**src/probe_pkg.sv**
```systemverilog
// board-level report types
`default_nettype none

package probe_pkg;

    // one ascii character on the serial line
    typedef logic [7:0] char_t;

    // sent once the power-up wait is over
    localparam char_t CHAR_START = 8'h53;

    // leads the result line
    localparam char_t CHAR_DONE = 8'h44;

    // between D and the hex digits
    localparam char_t CHAR_SPACE = 8'h20;

    // power-up wait counter
    // 32 bits covers seconds at 50 MHz
    typedef logic [31:0] cycle_count_t;

endpackage

`default_nettype wire

```
**src/sd_proto_pkg.sv**
```systemverilog
// sd card spi-mode protocol
// wire bytes, command frame, poll limit
`default_nettype none

package sd_proto_pkg;

    // one byte on the spi wire
    typedef logic [7:0] sd_byte_t;

    // mosi filler between frames
    // a card with nothing to say also returns this
    localparam sd_byte_t SD_IDLE_BYTE = 8'hFF;

    // sent with the card deselected, 8 clocks each
    localparam int SD_DUMMY_BYTES = 10;

    // command frame: index, 4 argument bytes, crc
    localparam int SD_CMD_LEN = 6;

    // go_idle_state with zero argument
    // the card still checks crc before spi mode is entered, so 0x95 must be right
    localparam sd_byte_t SD_CMD0 [SD_CMD_LEN] = '{
        8'h40, 8'h00, 8'h00, 8'h00, 8'h00, 8'h95
    };

    // max ncr poll bytes after the frame
    localparam int SD_NCR_LIMIT = 255;

endpackage

`default_nettype wire

```
**src/result_reporter.sv**
```systemverilog
// report line builder, S then D + hex
`timescale 1ns/10ps
`default_nettype none

module result_reporter (
    input  logic                   CLOCK_50,
    input  logic                   KEY0,
    input  logic                   powered_up,
    input  logic                   result_valid,
    input  sd_proto_pkg::sd_byte_t result_byte,
    input  logic                   tx_done,
    output logic                   tx_start,
    output probe_pkg::char_t       tx_char
);

    // next character of the result line
    typedef enum logic [1:0] {
        msg_idle,
        msg_space,
        msg_high,
        msg_low
    } msg_t;

    msg_t                   msg;
    logic                   tx_busy;
    logic                   pend_start;
    logic                   pend_result;
    sd_proto_pkg::sd_byte_t result_q;
    logic                   line_free;
    logic                   want_start;
    logic                   want_result;

    // nibble to 0-9 / A-F
    function automatic probe_pkg::char_t hex_char(input logic [3:0] nib);
        if (nib < 4'd10) begin
            return probe_pkg::char_t'(8'h30 + {4'h0, nib});
        end
        // 'A' minus 10
        return probe_pkg::char_t'(8'h37 + {4'h0, nib});
    endfunction

    // next char may go out in the done cycle
    assign line_free   = !tx_busy || tx_done;
    // fresh requests are served in their own cycle
    assign want_start  = pend_start || powered_up;
    assign want_result = pend_result || result_valid;

    always_ff @(posedge CLOCK_50) begin
        if (result_valid) begin
            result_q <= result_byte;
        end
    end

    always_ff @(posedge CLOCK_50 or negedge KEY0) begin
        if (!KEY0) begin
            msg         <= msg_idle;
            tx_busy     <= 1'b0;
            pend_start  <= 1'b0;
            pend_result <= 1'b0;
            tx_start    <= 1'b0;
            tx_char     <= '0;
        end else begin
            tx_start <= 1'b0;
            if (powered_up) begin
                pend_start <= 1'b1;
            end
            if (result_valid) begin
                pend_result <= 1'b1;
            end
            if (tx_done) begin
                tx_busy <= 1'b0;
            end
            if (line_free) begin
                if (want_start) begin
                    tx_char    <= probe_pkg::CHAR_START;
                    tx_start   <= 1'b1;
                    tx_busy    <= 1'b1;
                    pend_start <= 1'b0;
                end else if (msg != msg_idle) begin
                    tx_start <= 1'b1;
                    tx_busy  <= 1'b1;
                    case (msg)
                        msg_space: begin
                            tx_char <= probe_pkg::CHAR_SPACE;
                            msg     <= msg_high;
                        end
                        msg_high: begin
                            tx_char <= hex_char(result_q[7:4]);
                            msg     <= msg_low;
                        end
                        default: begin
                            tx_char <= hex_char(result_q[3:0]);
                            msg     <= msg_idle;
                        end
                    endcase
                end else if (want_result) begin
                    // result byte is latched by the time the digits go
                    tx_char     <= probe_pkg::CHAR_DONE;
                    tx_start    <= 1'b1;
                    tx_busy     <= 1'b1;
                    pend_result <= 1'b0;
                    msg         <= msg_space;
                end
            end
        end
    end

endmodule

`default_nettype wire

```
**src/sd_cmd0_probe.sv**
```systemverilog
// sd card CMD0 probe, board top
`timescale 1ns/10ps
`default_nettype none

module sd_cmd0_probe #(
    parameter int POWER_UP_CYCLES = 2_000_000,
    parameter int SCLK_HALF       = 4,
    parameter int BAUD_DIV        = 434
) (
    input  logic CLOCK_50,
    input  logic KEY0,
    input  logic spi_miso,
    output logic spi_sclk,
    output logic spi_mosi,
    output logic spi_ss_n,
    output logic uart_txd,
    output logic ledr0
);

    logic                   spi_start;
    logic                   spi_done;
    sd_proto_pkg::sd_byte_t spi_tx_byte;
    sd_proto_pkg::sd_byte_t spi_rx_byte;
    logic                   card_select;
    logic                   powered_up;
    logic                   result_valid;
    sd_proto_pkg::sd_byte_t result_byte;
    logic                   tx_start;
    logic                   tx_done;
    probe_pkg::char_t       tx_char;

    // cs is active low on the card
    assign spi_ss_n = ~card_select;
    // led lit while the card is selected
    assign ledr0    = card_select;

    sd_init_sequencer #(
        .POWER_UP_CYCLES(POWER_UP_CYCLES)
    ) sd_init_sequencer_inst (
        .CLOCK_50    (CLOCK_50),
        .KEY0        (KEY0),
        .spi_done    (spi_done),
        .spi_rx_byte (spi_rx_byte),
        .spi_start   (spi_start),
        .spi_tx_byte (spi_tx_byte),
        .card_select (card_select),
        .powered_up  (powered_up),
        .result_valid(result_valid),
        .result_byte (result_byte)
    );

    spi_byte_master #(
        .SCLK_HALF(SCLK_HALF)
    ) spi_byte_master_inst (
        .CLOCK_50   (CLOCK_50),
        .KEY0       (KEY0),
        .spi_start  (spi_start),
        .spi_tx_byte(spi_tx_byte),
        .spi_miso   (spi_miso),
        .spi_sclk   (spi_sclk),
        .spi_mosi   (spi_mosi),
        .spi_done   (spi_done),
        .spi_rx_byte(spi_rx_byte)
    );

    result_reporter result_reporter_inst (
        .CLOCK_50    (CLOCK_50),
        .KEY0        (KEY0),
        .powered_up  (powered_up),
        .result_valid(result_valid),
        .result_byte (result_byte),
        .tx_done     (tx_done),
        .tx_start    (tx_start),
        .tx_char     (tx_char)
    );

    uart_tx #(
        .BAUD_DIV(BAUD_DIV)
    ) uart_tx_inst (
        .CLOCK_50(CLOCK_50),
        .KEY0    (KEY0),
        .tx_start(tx_start),
        .tx_char (tx_char),
        .uart_txd(uart_txd),
        .tx_done (tx_done)
    );

endmodule

`default_nettype wire

```
**src/sd_init_sequencer.sv**
```systemverilog
// sd card spi-mode bring-up
// power-up wait, wake-up clocks, CMD0, response poll
`timescale 1ns/10ps
`default_nettype none

module sd_init_sequencer #(
    parameter int POWER_UP_CYCLES = 2_000_000
) (
    input  logic                   CLOCK_50,
    input  logic                   KEY0,
    input  logic                   spi_done,
    input  sd_proto_pkg::sd_byte_t spi_rx_byte,
    output logic                   spi_start,
    output sd_proto_pkg::sd_byte_t spi_tx_byte,
    output logic                   card_select,
    output logic                   powered_up,
    output logic                   result_valid,
    output sd_proto_pkg::sd_byte_t result_byte
);

    typedef enum logic [2:0] {
        wait_power,
        dummy,
        select,
        command,
        poll,
        finish,
        stop
    } state_t;

    state_t                  state;
    probe_pkg::cycle_count_t wait_cnt;
    // bytes done in the current phase
    logic [7:0]              byte_cnt;
    logic [2:0]              next_idx;
    logic                    poll_end;

    // next CMD0 byte
    assign next_idx = byte_cnt[2:0] + 3'd1;

    // card answered or stayed silent too long
    assign poll_end = (spi_rx_byte != sd_proto_pkg::SD_IDLE_BYTE) ||
                      (byte_cnt == 8'(sd_proto_pkg::SD_NCR_LIMIT - 1));

    always_ff @(posedge CLOCK_50 or negedge KEY0) begin
        if (!KEY0) begin
            state        <= wait_power;
            wait_cnt     <= '0;
            byte_cnt     <= '0;
            spi_start    <= 1'b0;
            spi_tx_byte  <= sd_proto_pkg::SD_IDLE_BYTE;
            card_select  <= 1'b0;
            powered_up   <= 1'b0;
            result_valid <= 1'b0;
            result_byte  <= sd_proto_pkg::SD_IDLE_BYTE;
        end else begin
            // strobes last one cycle
            spi_start    <= 1'b0;
            powered_up   <= 1'b0;
            result_valid <= 1'b0;

            case (state)
                wait_power: begin
                    wait_cnt <= wait_cnt + probe_pkg::cycle_count_t'(1);
                    // announce first so S starts ahead of any sclk edge
                    if (wait_cnt == probe_pkg::cycle_count_t'(POWER_UP_CYCLES - 1)) begin
                        powered_up <= 1'b1;
                    end
                    if (wait_cnt == probe_pkg::cycle_count_t'(POWER_UP_CYCLES)) begin
                        spi_start   <= 1'b1;
                        spi_tx_byte <= sd_proto_pkg::SD_IDLE_BYTE;
                        byte_cnt    <= '0;
                        state       <= dummy;
                    end
                end

                // 0xFF bytes with the card deselected give the wake-up clocks
                dummy: begin
                    if (spi_done) begin
                        if (byte_cnt == 8'(sd_proto_pkg::SD_DUMMY_BYTES - 1)) begin
                            card_select <= 1'b1;
                            state       <= select;
                        end else begin
                            byte_cnt    <= byte_cnt + 8'd1;
                            spi_start   <= 1'b1;
                            spi_tx_byte <= sd_proto_pkg::SD_IDLE_BYTE;
                        end
                    end
                end

                // cs is low one cycle before the frame starts
                select: begin
                    byte_cnt    <= '0;
                    spi_start   <= 1'b1;
                    spi_tx_byte <= sd_proto_pkg::SD_CMD0[0];
                    state       <= command;
                end

                command: begin
                    if (spi_done) begin
                        spi_start <= 1'b1;
                        if (byte_cnt == 8'(sd_proto_pkg::SD_CMD_LEN - 1)) begin
                            // fillers after the crc clock out the r1 answer
                            byte_cnt    <= '0;
                            spi_tx_byte <= sd_proto_pkg::SD_IDLE_BYTE;
                            state       <= poll;
                        end else begin
                            byte_cnt    <= byte_cnt + 8'd1;
                            spi_tx_byte <= sd_proto_pkg::SD_CMD0[next_idx];
                        end
                    end
                end

                poll: begin
                    if (spi_done) begin
                        if (poll_end) begin
                            // 0xFF here means timeout
                            result_byte <= spi_rx_byte;
                            state       <= finish;
                        end else begin
                            byte_cnt    <= byte_cnt + 8'd1;
                            spi_start   <= 1'b1;
                            spi_tx_byte <= sd_proto_pkg::SD_IDLE_BYTE;
                        end
                    end
                end

                finish: begin
                    card_select  <= 1'b0;
                    result_valid <= 1'b1;
                    state        <= stop;
                end

                // one run per reset
                default: begin
                    state <= stop;
                end
            endcase
        end
    end

endmodule

`default_nettype wire

```
**src/spi_byte_master.sv**
```systemverilog
// spi mode 0 byte master
`timescale 1ns/10ps
`default_nettype none

module spi_byte_master #(
    // CLOCK_50 cycles per sclk half period, 2 or more
    parameter int SCLK_HALF = 4
) (
    input  logic                   CLOCK_50,
    input  logic                   KEY0,
    input  logic                   spi_start,
    input  sd_proto_pkg::sd_byte_t spi_tx_byte,
    input  logic                   spi_miso,
    output logic                   spi_sclk,
    output logic                   spi_mosi,
    output logic                   spi_done,
    output sd_proto_pkg::sd_byte_t spi_rx_byte
);

    localparam int DIV_W = $clog2(SCLK_HALF);

    logic                   busy;
    logic [DIV_W-1:0]       div_cnt;
    logic [3:0]             edge_cnt;
    sd_proto_pkg::sd_byte_t tx_shift;
    sd_proto_pkg::sd_byte_t rx_shift;
    logic                   half_end;
    logic                   rise_edge;
    logic                   fall_edge;
    logic                   last_edge;

    // sclk toggles at the end of each half period
    assign half_end  = busy && (div_cnt == DIV_W'(SCLK_HALF - 1));
    assign rise_edge = half_end && !spi_sclk;
    assign fall_edge = half_end && spi_sclk;
    // 16th edge, always a falling one
    assign last_edge = fall_edge && (edge_cnt == 4'd15);

    // msb first, line rests high between bytes
    assign spi_mosi = busy ? tx_shift[7] : 1'b1;

    always_ff @(posedge CLOCK_50 or negedge KEY0) begin
        if (!KEY0) begin
            busy     <= 1'b0;
            div_cnt  <= '0;
            edge_cnt <= '0;
            spi_sclk <= 1'b0;
            spi_done <= 1'b0;
        end else begin
            spi_done <= last_edge;
            if (!busy) begin
                if (spi_start) begin
                    busy     <= 1'b1;
                    // start cycle counts toward the first half period
                    div_cnt  <= DIV_W'(1);
                    edge_cnt <= '0;
                end
            end else if (half_end) begin
                div_cnt  <= '0;
                spi_sclk <= ~spi_sclk;
                edge_cnt <= edge_cnt + 4'd1;
                if (edge_cnt == 4'd15) begin
                    busy <= 1'b0;
                end
            end else begin
                div_cnt <= div_cnt + DIV_W'(1);
            end
        end
    end

    // data path
    always_ff @(posedge CLOCK_50) begin
        // first bit is on mosi right after start
        if (spi_start && !busy) begin
            tx_shift <= spi_tx_byte;
        end else if (fall_edge) begin
            tx_shift <= {tx_shift[6:0], 1'b1};
        end
        // sample on rising sclk
        if (rise_edge) begin
            rx_shift <= {rx_shift[6:0], spi_miso};
        end
        // held until the next byte ends
        if (last_edge) begin
            spi_rx_byte <= rx_shift;
        end
    end

endmodule

`default_nettype wire

```
**src/uart_tx.sv**
```systemverilog
// 8N1 serial transmitter
`timescale 1ns/10ps
`default_nettype none

module uart_tx #(
    // CLOCK_50 cycles per bit
    parameter int BAUD_DIV = 434
) (
    input  logic             CLOCK_50,
    input  logic             KEY0,
    input  logic             tx_start,
    input  probe_pkg::char_t tx_char,
    output logic             uart_txd,
    output logic             tx_done
);

    localparam int BAUD_W = $clog2(BAUD_DIV);

    logic              busy;
    logic [BAUD_W-1:0] baud_cnt;
    logic [3:0]        bit_cnt;
    // stop, data lsb first, start
    logic [9:0]        frame;
    logic              bit_end;

    assign bit_end  = busy && (baud_cnt == BAUD_W'(BAUD_DIV - 1));
    // last cycle of the stop bit
    assign tx_done  = bit_end && (bit_cnt == 4'd9);
    // idle high
    assign uart_txd = busy ? frame[0] : 1'b1;

    always_ff @(posedge CLOCK_50 or negedge KEY0) begin
        if (!KEY0) begin
            busy     <= 1'b0;
            baud_cnt <= '0;
            bit_cnt  <= '0;
        end else if (!busy) begin
            if (tx_start) begin
                busy     <= 1'b1;
                baud_cnt <= '0;
                bit_cnt  <= '0;
            end
        end else if (bit_end) begin
            baud_cnt <= '0;
            bit_cnt  <= bit_cnt + 4'd1;
            if (bit_cnt == 4'd9) begin
                busy <= 1'b0;
            end
        end else begin
            baud_cnt <= baud_cnt + BAUD_W'(1);
        end
    end

    always_ff @(posedge CLOCK_50) begin
        if (tx_start && !busy) begin
            frame <= {1'b1, tx_char, 1'b0};
        end else if (bit_end) begin
            frame <= {1'b1, frame[9:1]};
        end
    end

endmodule

`default_nettype wire
```
**config.mk**
```make
export PLATFORM = sky130hd
export DESIGN_NAME = sd_cmd0_probe
export DESIGN_NICKNAME = d
export VERILOG_FILES = /design/src/probe_pkg.sv /design/src/sd_proto_pkg.sv /design/src/result_reporter.sv /design/src/sd_cmd0_probe.sv /design/src/sd_init_sequencer.sv /design/src/spi_byte_master.sv /design/src/uart_tx.sv
export SDC_FILE = /design/constraint.sdc
export NUM_CORES = 1
export LEC_CHECK = 0
export ABC_AREA = 1
export BUFFER_PORTS_ARGS = -buffer_cell sky130_fd_sc_hd__buf_4
export CORE_UTILIZATION = 53
export CTS_BUF_LIST = sky130_fd_sc_hd__clkbuf_8
export CTS_CLUSTER_SIZE = 28
export DETAILED_ROUTE_END_ITERATION = 8
export HOLD_SLACK_MARGIN = 0.1
export MAX_ROUTING_LAYER = met4
export PLACE_DENSITY = 0.69
export SYNTH_ARGS = -nofsm -noshare
export SYNTH_HDL_FRONTEND = slang
export SYNTH_HIERARCHICAL = 1
export SYNTH_SLANG_ARGS = --single-unit
```
**constraint.sdc**
```tcl
create_clock -name CLOCK_50 -period 2.2 [get_ports CLOCK_50]
set_clock_uncertainty 0.1 [all_clocks]
set_input_delay 0.55 -clock CLOCK_50 [delete_from_list [all_inputs] [get_ports CLOCK_50]]
set_output_delay 0.55 -clock CLOCK_50 [all_outputs]
set_load 0.01 [all_outputs]
```
# == Word level (Yosys, flattened, before mapping) ==
# Memories as Yosys holds them, arrays and structs flattened.
# Index checks and enable logic that the tools add are counted.
# classes
add_sub_neg,11
magnitude_cmp,3
eq_ne,28
n_mux,103
bitwise,4
reduce_logical,36
# ops
operator,n
2-to-1 mux 8 bit,25
case mux 8 bit (5 select lines),2
== test 32 x 21 -> 1 bit (second input constant),2
2-to-1 mux 1 bit,48
2-to-1 mux 9 bit,5
adder 32 x 1 -> 32 bit (second input constant),1
adder 6 x 4 -> 7 bit (first input constant),4
2-to-1 mux 4 bit,6
2-to-1 mux 3 bit,7
case mux 8 bit (2 select lines),1
case mux 3 bit (5 select lines),1
inequality test 2 x 1 -> 1 bit (second input constant),7
AND reduction 7 bit,2
nonzero test 2 bit,7
2-to-1 mux 2 bit,5
adder 9 x 1 -> 9 bit (second input constant),1
== test 9 bit (second input constant),1
AND reduction 3 bit,3
adder 4 x 1 -> 4 bit (second input constant),2
adder 8 x 1 -> 8 bit (second input constant),1
== test 4 bit (second input constant),2
== test 8 x 3 -> 1 bit (second input constant),1
== test 8 x 4 -> 1 bit (second input constant),1
== test 8 bit (second input constant),1
other kinds (24),49
# word_totals
ff_bits,141
mem_bits_ro,64
input_bits,3
mem_count,1
# mem_list
name,depth,width,rd,rd_ports_with_merged_regs,write_ports,line_no,source
(no name shown),8,8,1,0,0,sd_init_sequencer.sv:109,spi_tx_byte <= sd_proto_pkg::SD_CMD0[next_idx];

# == Depth between registers and ports, before layout ==
# logic_depth
word_depth,10
ltp_mapped,13

# == By module ==
# The synthesis kept the hierarchy.
# modules_own_cells
module,n_inst,cells_each,area_each_um2
sd_init_sequencer,1,472,3505.9
spi_byte_master,1,94,1253.7
uart_tx,1,148,1214.9
result_reporter,1,144,1211.2
sd_cmd0_probe,1,1,3.8

# == Worst setup path after synthesis ==
# No wires, ideal clock.
# synth_path
path_type,reg-to-reg
from,register spi_byte_master_inst.div_cnt[0]
to,register spi_byte_master_inst.spi_rx_byte[0] (enable)
setup_ps,385
t_arrival_ps,1411
setup_slack_ps,304
path_stages_with_launch,5
n_path_buf,1
synth_period_minus_slack_ps,1896
path_cell_list,dfrtp_1 ha_1 nand2_2 buf_6 nor3_1
# synth_via
elab_chain_len,4
# synth_rtl
item,line_no,source
start: declaration,spi_byte_master.sv:23,logic [DIV_W-1:0] div_cnt;
start signal: assignment,spi_byte_master.sv:66,div_cnt <= div_cnt + DIV_W'(1);
== test 2 bit,spi_byte_master.sv:33,assign half_end = busy && (div_cnt == DIV_W'(SCLK_HALF - 1));
logical AND 1 bit,spi_byte_master.sv:33,
logical AND 1 bit,spi_byte_master.sv:35,assign fall_edge = half_end && spi_sclk;
logical AND 1 bit,spi_byte_master.sv:37,assign last_edge = fall_edge && (edge_cnt == 4'd15);
named net spi_byte_master_inst.last_edge,spi_byte_master.sv:30,logic last_edge;
end signal: assignment,spi_byte_master.sv:85,spi_rx_byte <= rx_shift;
end: declaration,spi_byte_master.sv:17,output sd_proto_pkg::sd_byte_t spi_rx_byte
# The timed path passes the listed nets, and every way through them passes these cells.
# A chain may end at the register's enable or synchronous reset.

# == Worst setup path after layout ==
# layout_path
from,register spi_byte_master_inst.busy
to,output port spi_mosi
# layout_via
elab_chain_len,1
# layout_rtl
item,line_no,source
start: declaration,spi_byte_master.sv:22,logic busy;
start signal: assignment,spi_byte_master.sv:44,busy <= 1'b0;
start signal: assignment,spi_byte_master.sv:53,busy <= 1'b1;
start signal: assignment,spi_byte_master.sv:63,busy <= 1'b0;
2-to-1 mux 1 bit,spi_byte_master.sv:40,assign spi_mosi = busy ? tx_shift[7] : 1'b1;
end: declaration,sd_cmd0_probe.sv:14,"output logic spi_mosi,"
# No other way between the ends.

==> results.sh <==
export IMPL_status="complete, no violations"
export IMPL_mostFrequentLayoutCells="259 x nand2_1, 99 x nor2_1, 88 x inv_1, 83 x dfrtp_1, 56 x nand3_1"
export IMPL_final_area_mm2=0.007830
export IMPL_synth_area_mm2=0.007189
export IMPL_pwr_share_comb=0.010
export IMPL_tightest_slew_ns=0.5635
export IMPL_hold_class="input pin to register"
export IMPL_clk_latency_ns=0.45
export IMPL_rr_startpoint="uart_tx_inst/baud_cnt[0]"
export IMPL_antenna_cells=0
export IMPL_yosysUniqueCellTypes=46
export IMPL_p_seq_frac=0.542
export IMPL_syn_nets=879
export IMPL_rsz0062_at_grt="false"
export IMPL_cp_arrival_ns=1.43
export IMPL_cts_tree="built"
export IMPL_ir_drop_uv=548.5
export IMPL_place_hpwl_mm=9.657
export IMPL_crit_fanout=7
export IMPL_drt_iter0_drc=310
export IMPL_clkPwrFrac=0.448
export IMPL_vias_per_cell=5.051
export IMPL_synth_edff_count=40
export IMPL_max_cap_viol_count=0
export IMPL_die_area_mm2=0.01404
export IMPL_synth_flop_cell="dfrtp_1"
export IMPL_grt_overflow=0
export IMPL_leakagePower_uw=0.003598
export IMPL_cts_root_buffer="clkbuf_8"
export IMPL_clk_path_buf_depth=2
export IMPL_antenna_found_initial=0
export IMPL_worst_setup_hold_path_clk_slew_ns=0.08
export IMPL_synth_seq_cells=135
export IMPL_p_int_uw=3706
export IMPL_cp_required_ns=1.55
export IMPL_whs_ns=0.1655
export IMPL_async_flop_share=0.6963
export IMPL_nNetsFinal=899
export IMPL_endpoint_kind="output port"
export IMPL_min_from="spi_miso"
export IMPL_syn_to_final_growth_pct=8.911
export IMPL_grtUsageTotal=0.2160
export IMPL_setup_viol=0
export IMPL_power_switching_uw=1036
export IMPL_cts_sinks=135
export IMPL_detail_route_wl_per_cell_um=12.50
export IMPL_hold_viol=0
export IMPL_ioPinCount=8
export IMPL_port_buffers=7
export IMPL_utilization=0.5913
export IMPL_wl_mm=13.35
export IMPL_ys_seq_area_frac=0.4990
export IMPL_dr_total_vias=5395
export IMPL_drc=0
export IMPL_relSlewSlack=0.6214
export IMPL_ys_warn_count=6
export IMPL_gp_congestion=0.9228
export IMPL_rows=42
export IMPL_numCtsBuffers=17
export IMPL_syn_avg_cell_area_um2=8.369
export IMPL_postRouteAntennaNets=0
export IMPL_dr_pass1_iters=4
export IMPL_fin_crit_sh=0.9460
export IMPL_finalSetupTns_ns=0
export IMPL_grt_pass1_vias=5388
export IMPL_fp_dieW_um=118.5
export IMPL_dpl_instance_area_mm2=0.007408
export IMPL_grt_first_pass_wirelength_mm=23.52
export IMPL_period_needed_ns=2.081
export IMPL_swShare=0.2185
export IMPL_fillCellCount=1187
export IMPL_finalMaxSlewViolations=0
export IMPL_layout_commonest_cell="nand2_1"
export IMPL_startpoint_type="register"
export IMPL_power_uw=4742
export IMPL_drive_gt1_frac=0.1536
export IMPL_h_tree_depth=4
export IMPL_initial_utilization=0.5429
export IMPL_core_mm2=0.01324
export IMPL_synth_cells=859
export IMPL_path_class="register to output port"
export IMPL_crit_start="spi_byte_master_inst/busy"
export IMPL_power_density_mw_per_mm2=605.6
export IMPL_fmax_ghz=0.4805
export IMPL_grt_max_degree=39
export IMPL_die_y_um=118.5
## sequential cells by signal (all words and copies together), names as in the netlist, 2 cells and up
| signal | cells |
|---|---|
| sd_init_sequencer_inst/wait_cnt | 32 |
| uart_tx_inst/baud_cnt | 9 |
| uart_tx_inst/frame | 9 |
| result_reporter_inst/result_q | 8 |
| sd_init_sequencer_inst/byte_cnt | 8 |
| sd_init_sequencer_inst/result_byte | 8 |
| spi_byte_master_inst/rx_shift | 8 |
| spi_byte_master_inst/spi_rx_byte | 8 |
| spi_byte_master_inst/tx_shift | 8 |
| result_reporter_inst/tx_char | 7 |
| spi_byte_master_inst/edge_cnt | 4 |
| uart_tx_inst/bit_cnt | 4 |
| sd_init_sequencer_inst/spi_tx_byte | 3 |
| sd_init_sequencer_inst/state | 3 |
| result_reporter_inst/msg | 2 |
| spi_byte_master_inst/div_cnt | 2 |
## synth_stat cells (2+ instances only)
master | n | share of area
buf_6 | 6 | 0.0094
nand2_4 | 2 | 0.0031
edfxtp_1 | 40 | 0.17
nand3b_1 | 7 | 0.0073
inv_1 | 88 | 0.046
nor2_1 | 99 | 0.052
or2_2 | 2 | 0.0017
nor3_1 | 10 | 0.0070
o21ai_1 | 14 | 0.0097
xor2_1 | 20 | 0.024
ha_1 | 17 | 0.030
nor3_4 | 3 | 0.0068
nand2_2 | 18 | 0.016
nor2_4 | 6 | 0.0094
xnor2_1 | 11 | 0.013
o21ai_0 | 15 | 0.010
o21ai_2 | 2 | 0.0024
nor3_2 | 2 | 0.0028
buf_4 | 9 | 0.0094
nand4_1 | 13 | 0.011
inv_2 | 21 | 0.011
a21oi_1 | 12 | 0.0084
dfstp_2 | 11 | 0.040
nand3_1 | 56 | 0.039
buf_2 | 2 | 0.0014
nor2_2 | 12 | 0.010
nand2_1 | 259 | 0.14
o21bai_1 | 2 | 0.0021
dfrtp_1 | 83 | 0.29
## power groups by stage
stage	sequential (uW)	combinational (uW)	clock, uW
after floorplan	2620	1.46	0
after global placement	2620	47.1	0
after detailed placement	2620	48.5	0
after CTS	2570	50.1	2170
after global routing	2570	55.5	2280
final	2570	46.3	2130
## critical path, cell delays in order (launching register included)
cell	delay [ns]
dfrtp_1	0.48
inv_2	0.08
or2_2	0.28
buf_4	0.14
## metal layers
layer	track usage	up-vias	part of all wire
met1	0.2544	2571	0.45
met2	0.3640	69	0.51
li1	-	2745	-
met5	-	-	0
met4	0.07041	0	0.012
met3	0.05309	10	0.029
## logic make-up after synthesis
| logic type | after synthesis | share of synthesized area |
|---|---|---|
| compound gates | 53 | 0.04369 |
| xor+xnor | 31 | 0.03777 |
| fa+ha+maj | 17 | 0.02959 |
| buf+inv | 127 | 0.07762 |
| flops | 135 | 0.4990 |
| other cells | 1 | 0.0005216 |
| simple gates | 495 | 0.3119 |
## layout make-up
class	instances	area, um^2	share of cell area
multi-input combinational	597	3044	0.3888
timing repair buffer	19	157.7	0.02013
clock buffer	17	234.0	0.02988
clock inverter	15	177.7	0.02269
inverter	109	409.1	0.05225
sequential	135	3587	0.4581
tap	176	220.2	0.02812
## per-stage QoR
stage / worst slack (ns) / std cells
after global routing: 0.02242 / 1068
after floorplan: 0.3040 / 859
after global placement: 0.2986 / 1035
after CTS: 0.08692 / 1068
after detailed placement: 0.2406 / 1035
final: 0.1187 / 1068
## what timing repair did
action | CTS | global route
endpoints found under the hold margin | 26 | 0
resized for setup | 0 | 0
buffers inserted | 0 | 0
setup endpoints to repair | 0 | 0
hold buffers | 1 | 0
## final timing paths
check                                                         to  slack [ns]  depth (start not counted)
max                                                     spi_mosi        0.12                          3
min                             spi_byte_master_inst/rx_shift[0]        0.17                          1
max reg2reg                      result_reporter_inst/tx_char[1]        0.22                         12
min reg2reg                  spi_byte_master_inst/spi_rx_byte[7]        0.33                          0
max in group asynchronous  sd_init_sequencer_inst/spi_tx_byte[4]        0.84                          3
min in group asynchronous     sd_init_sequencer_inst/wait_cnt[3]        0.53                          2
(Power assumes the default switching activity.)
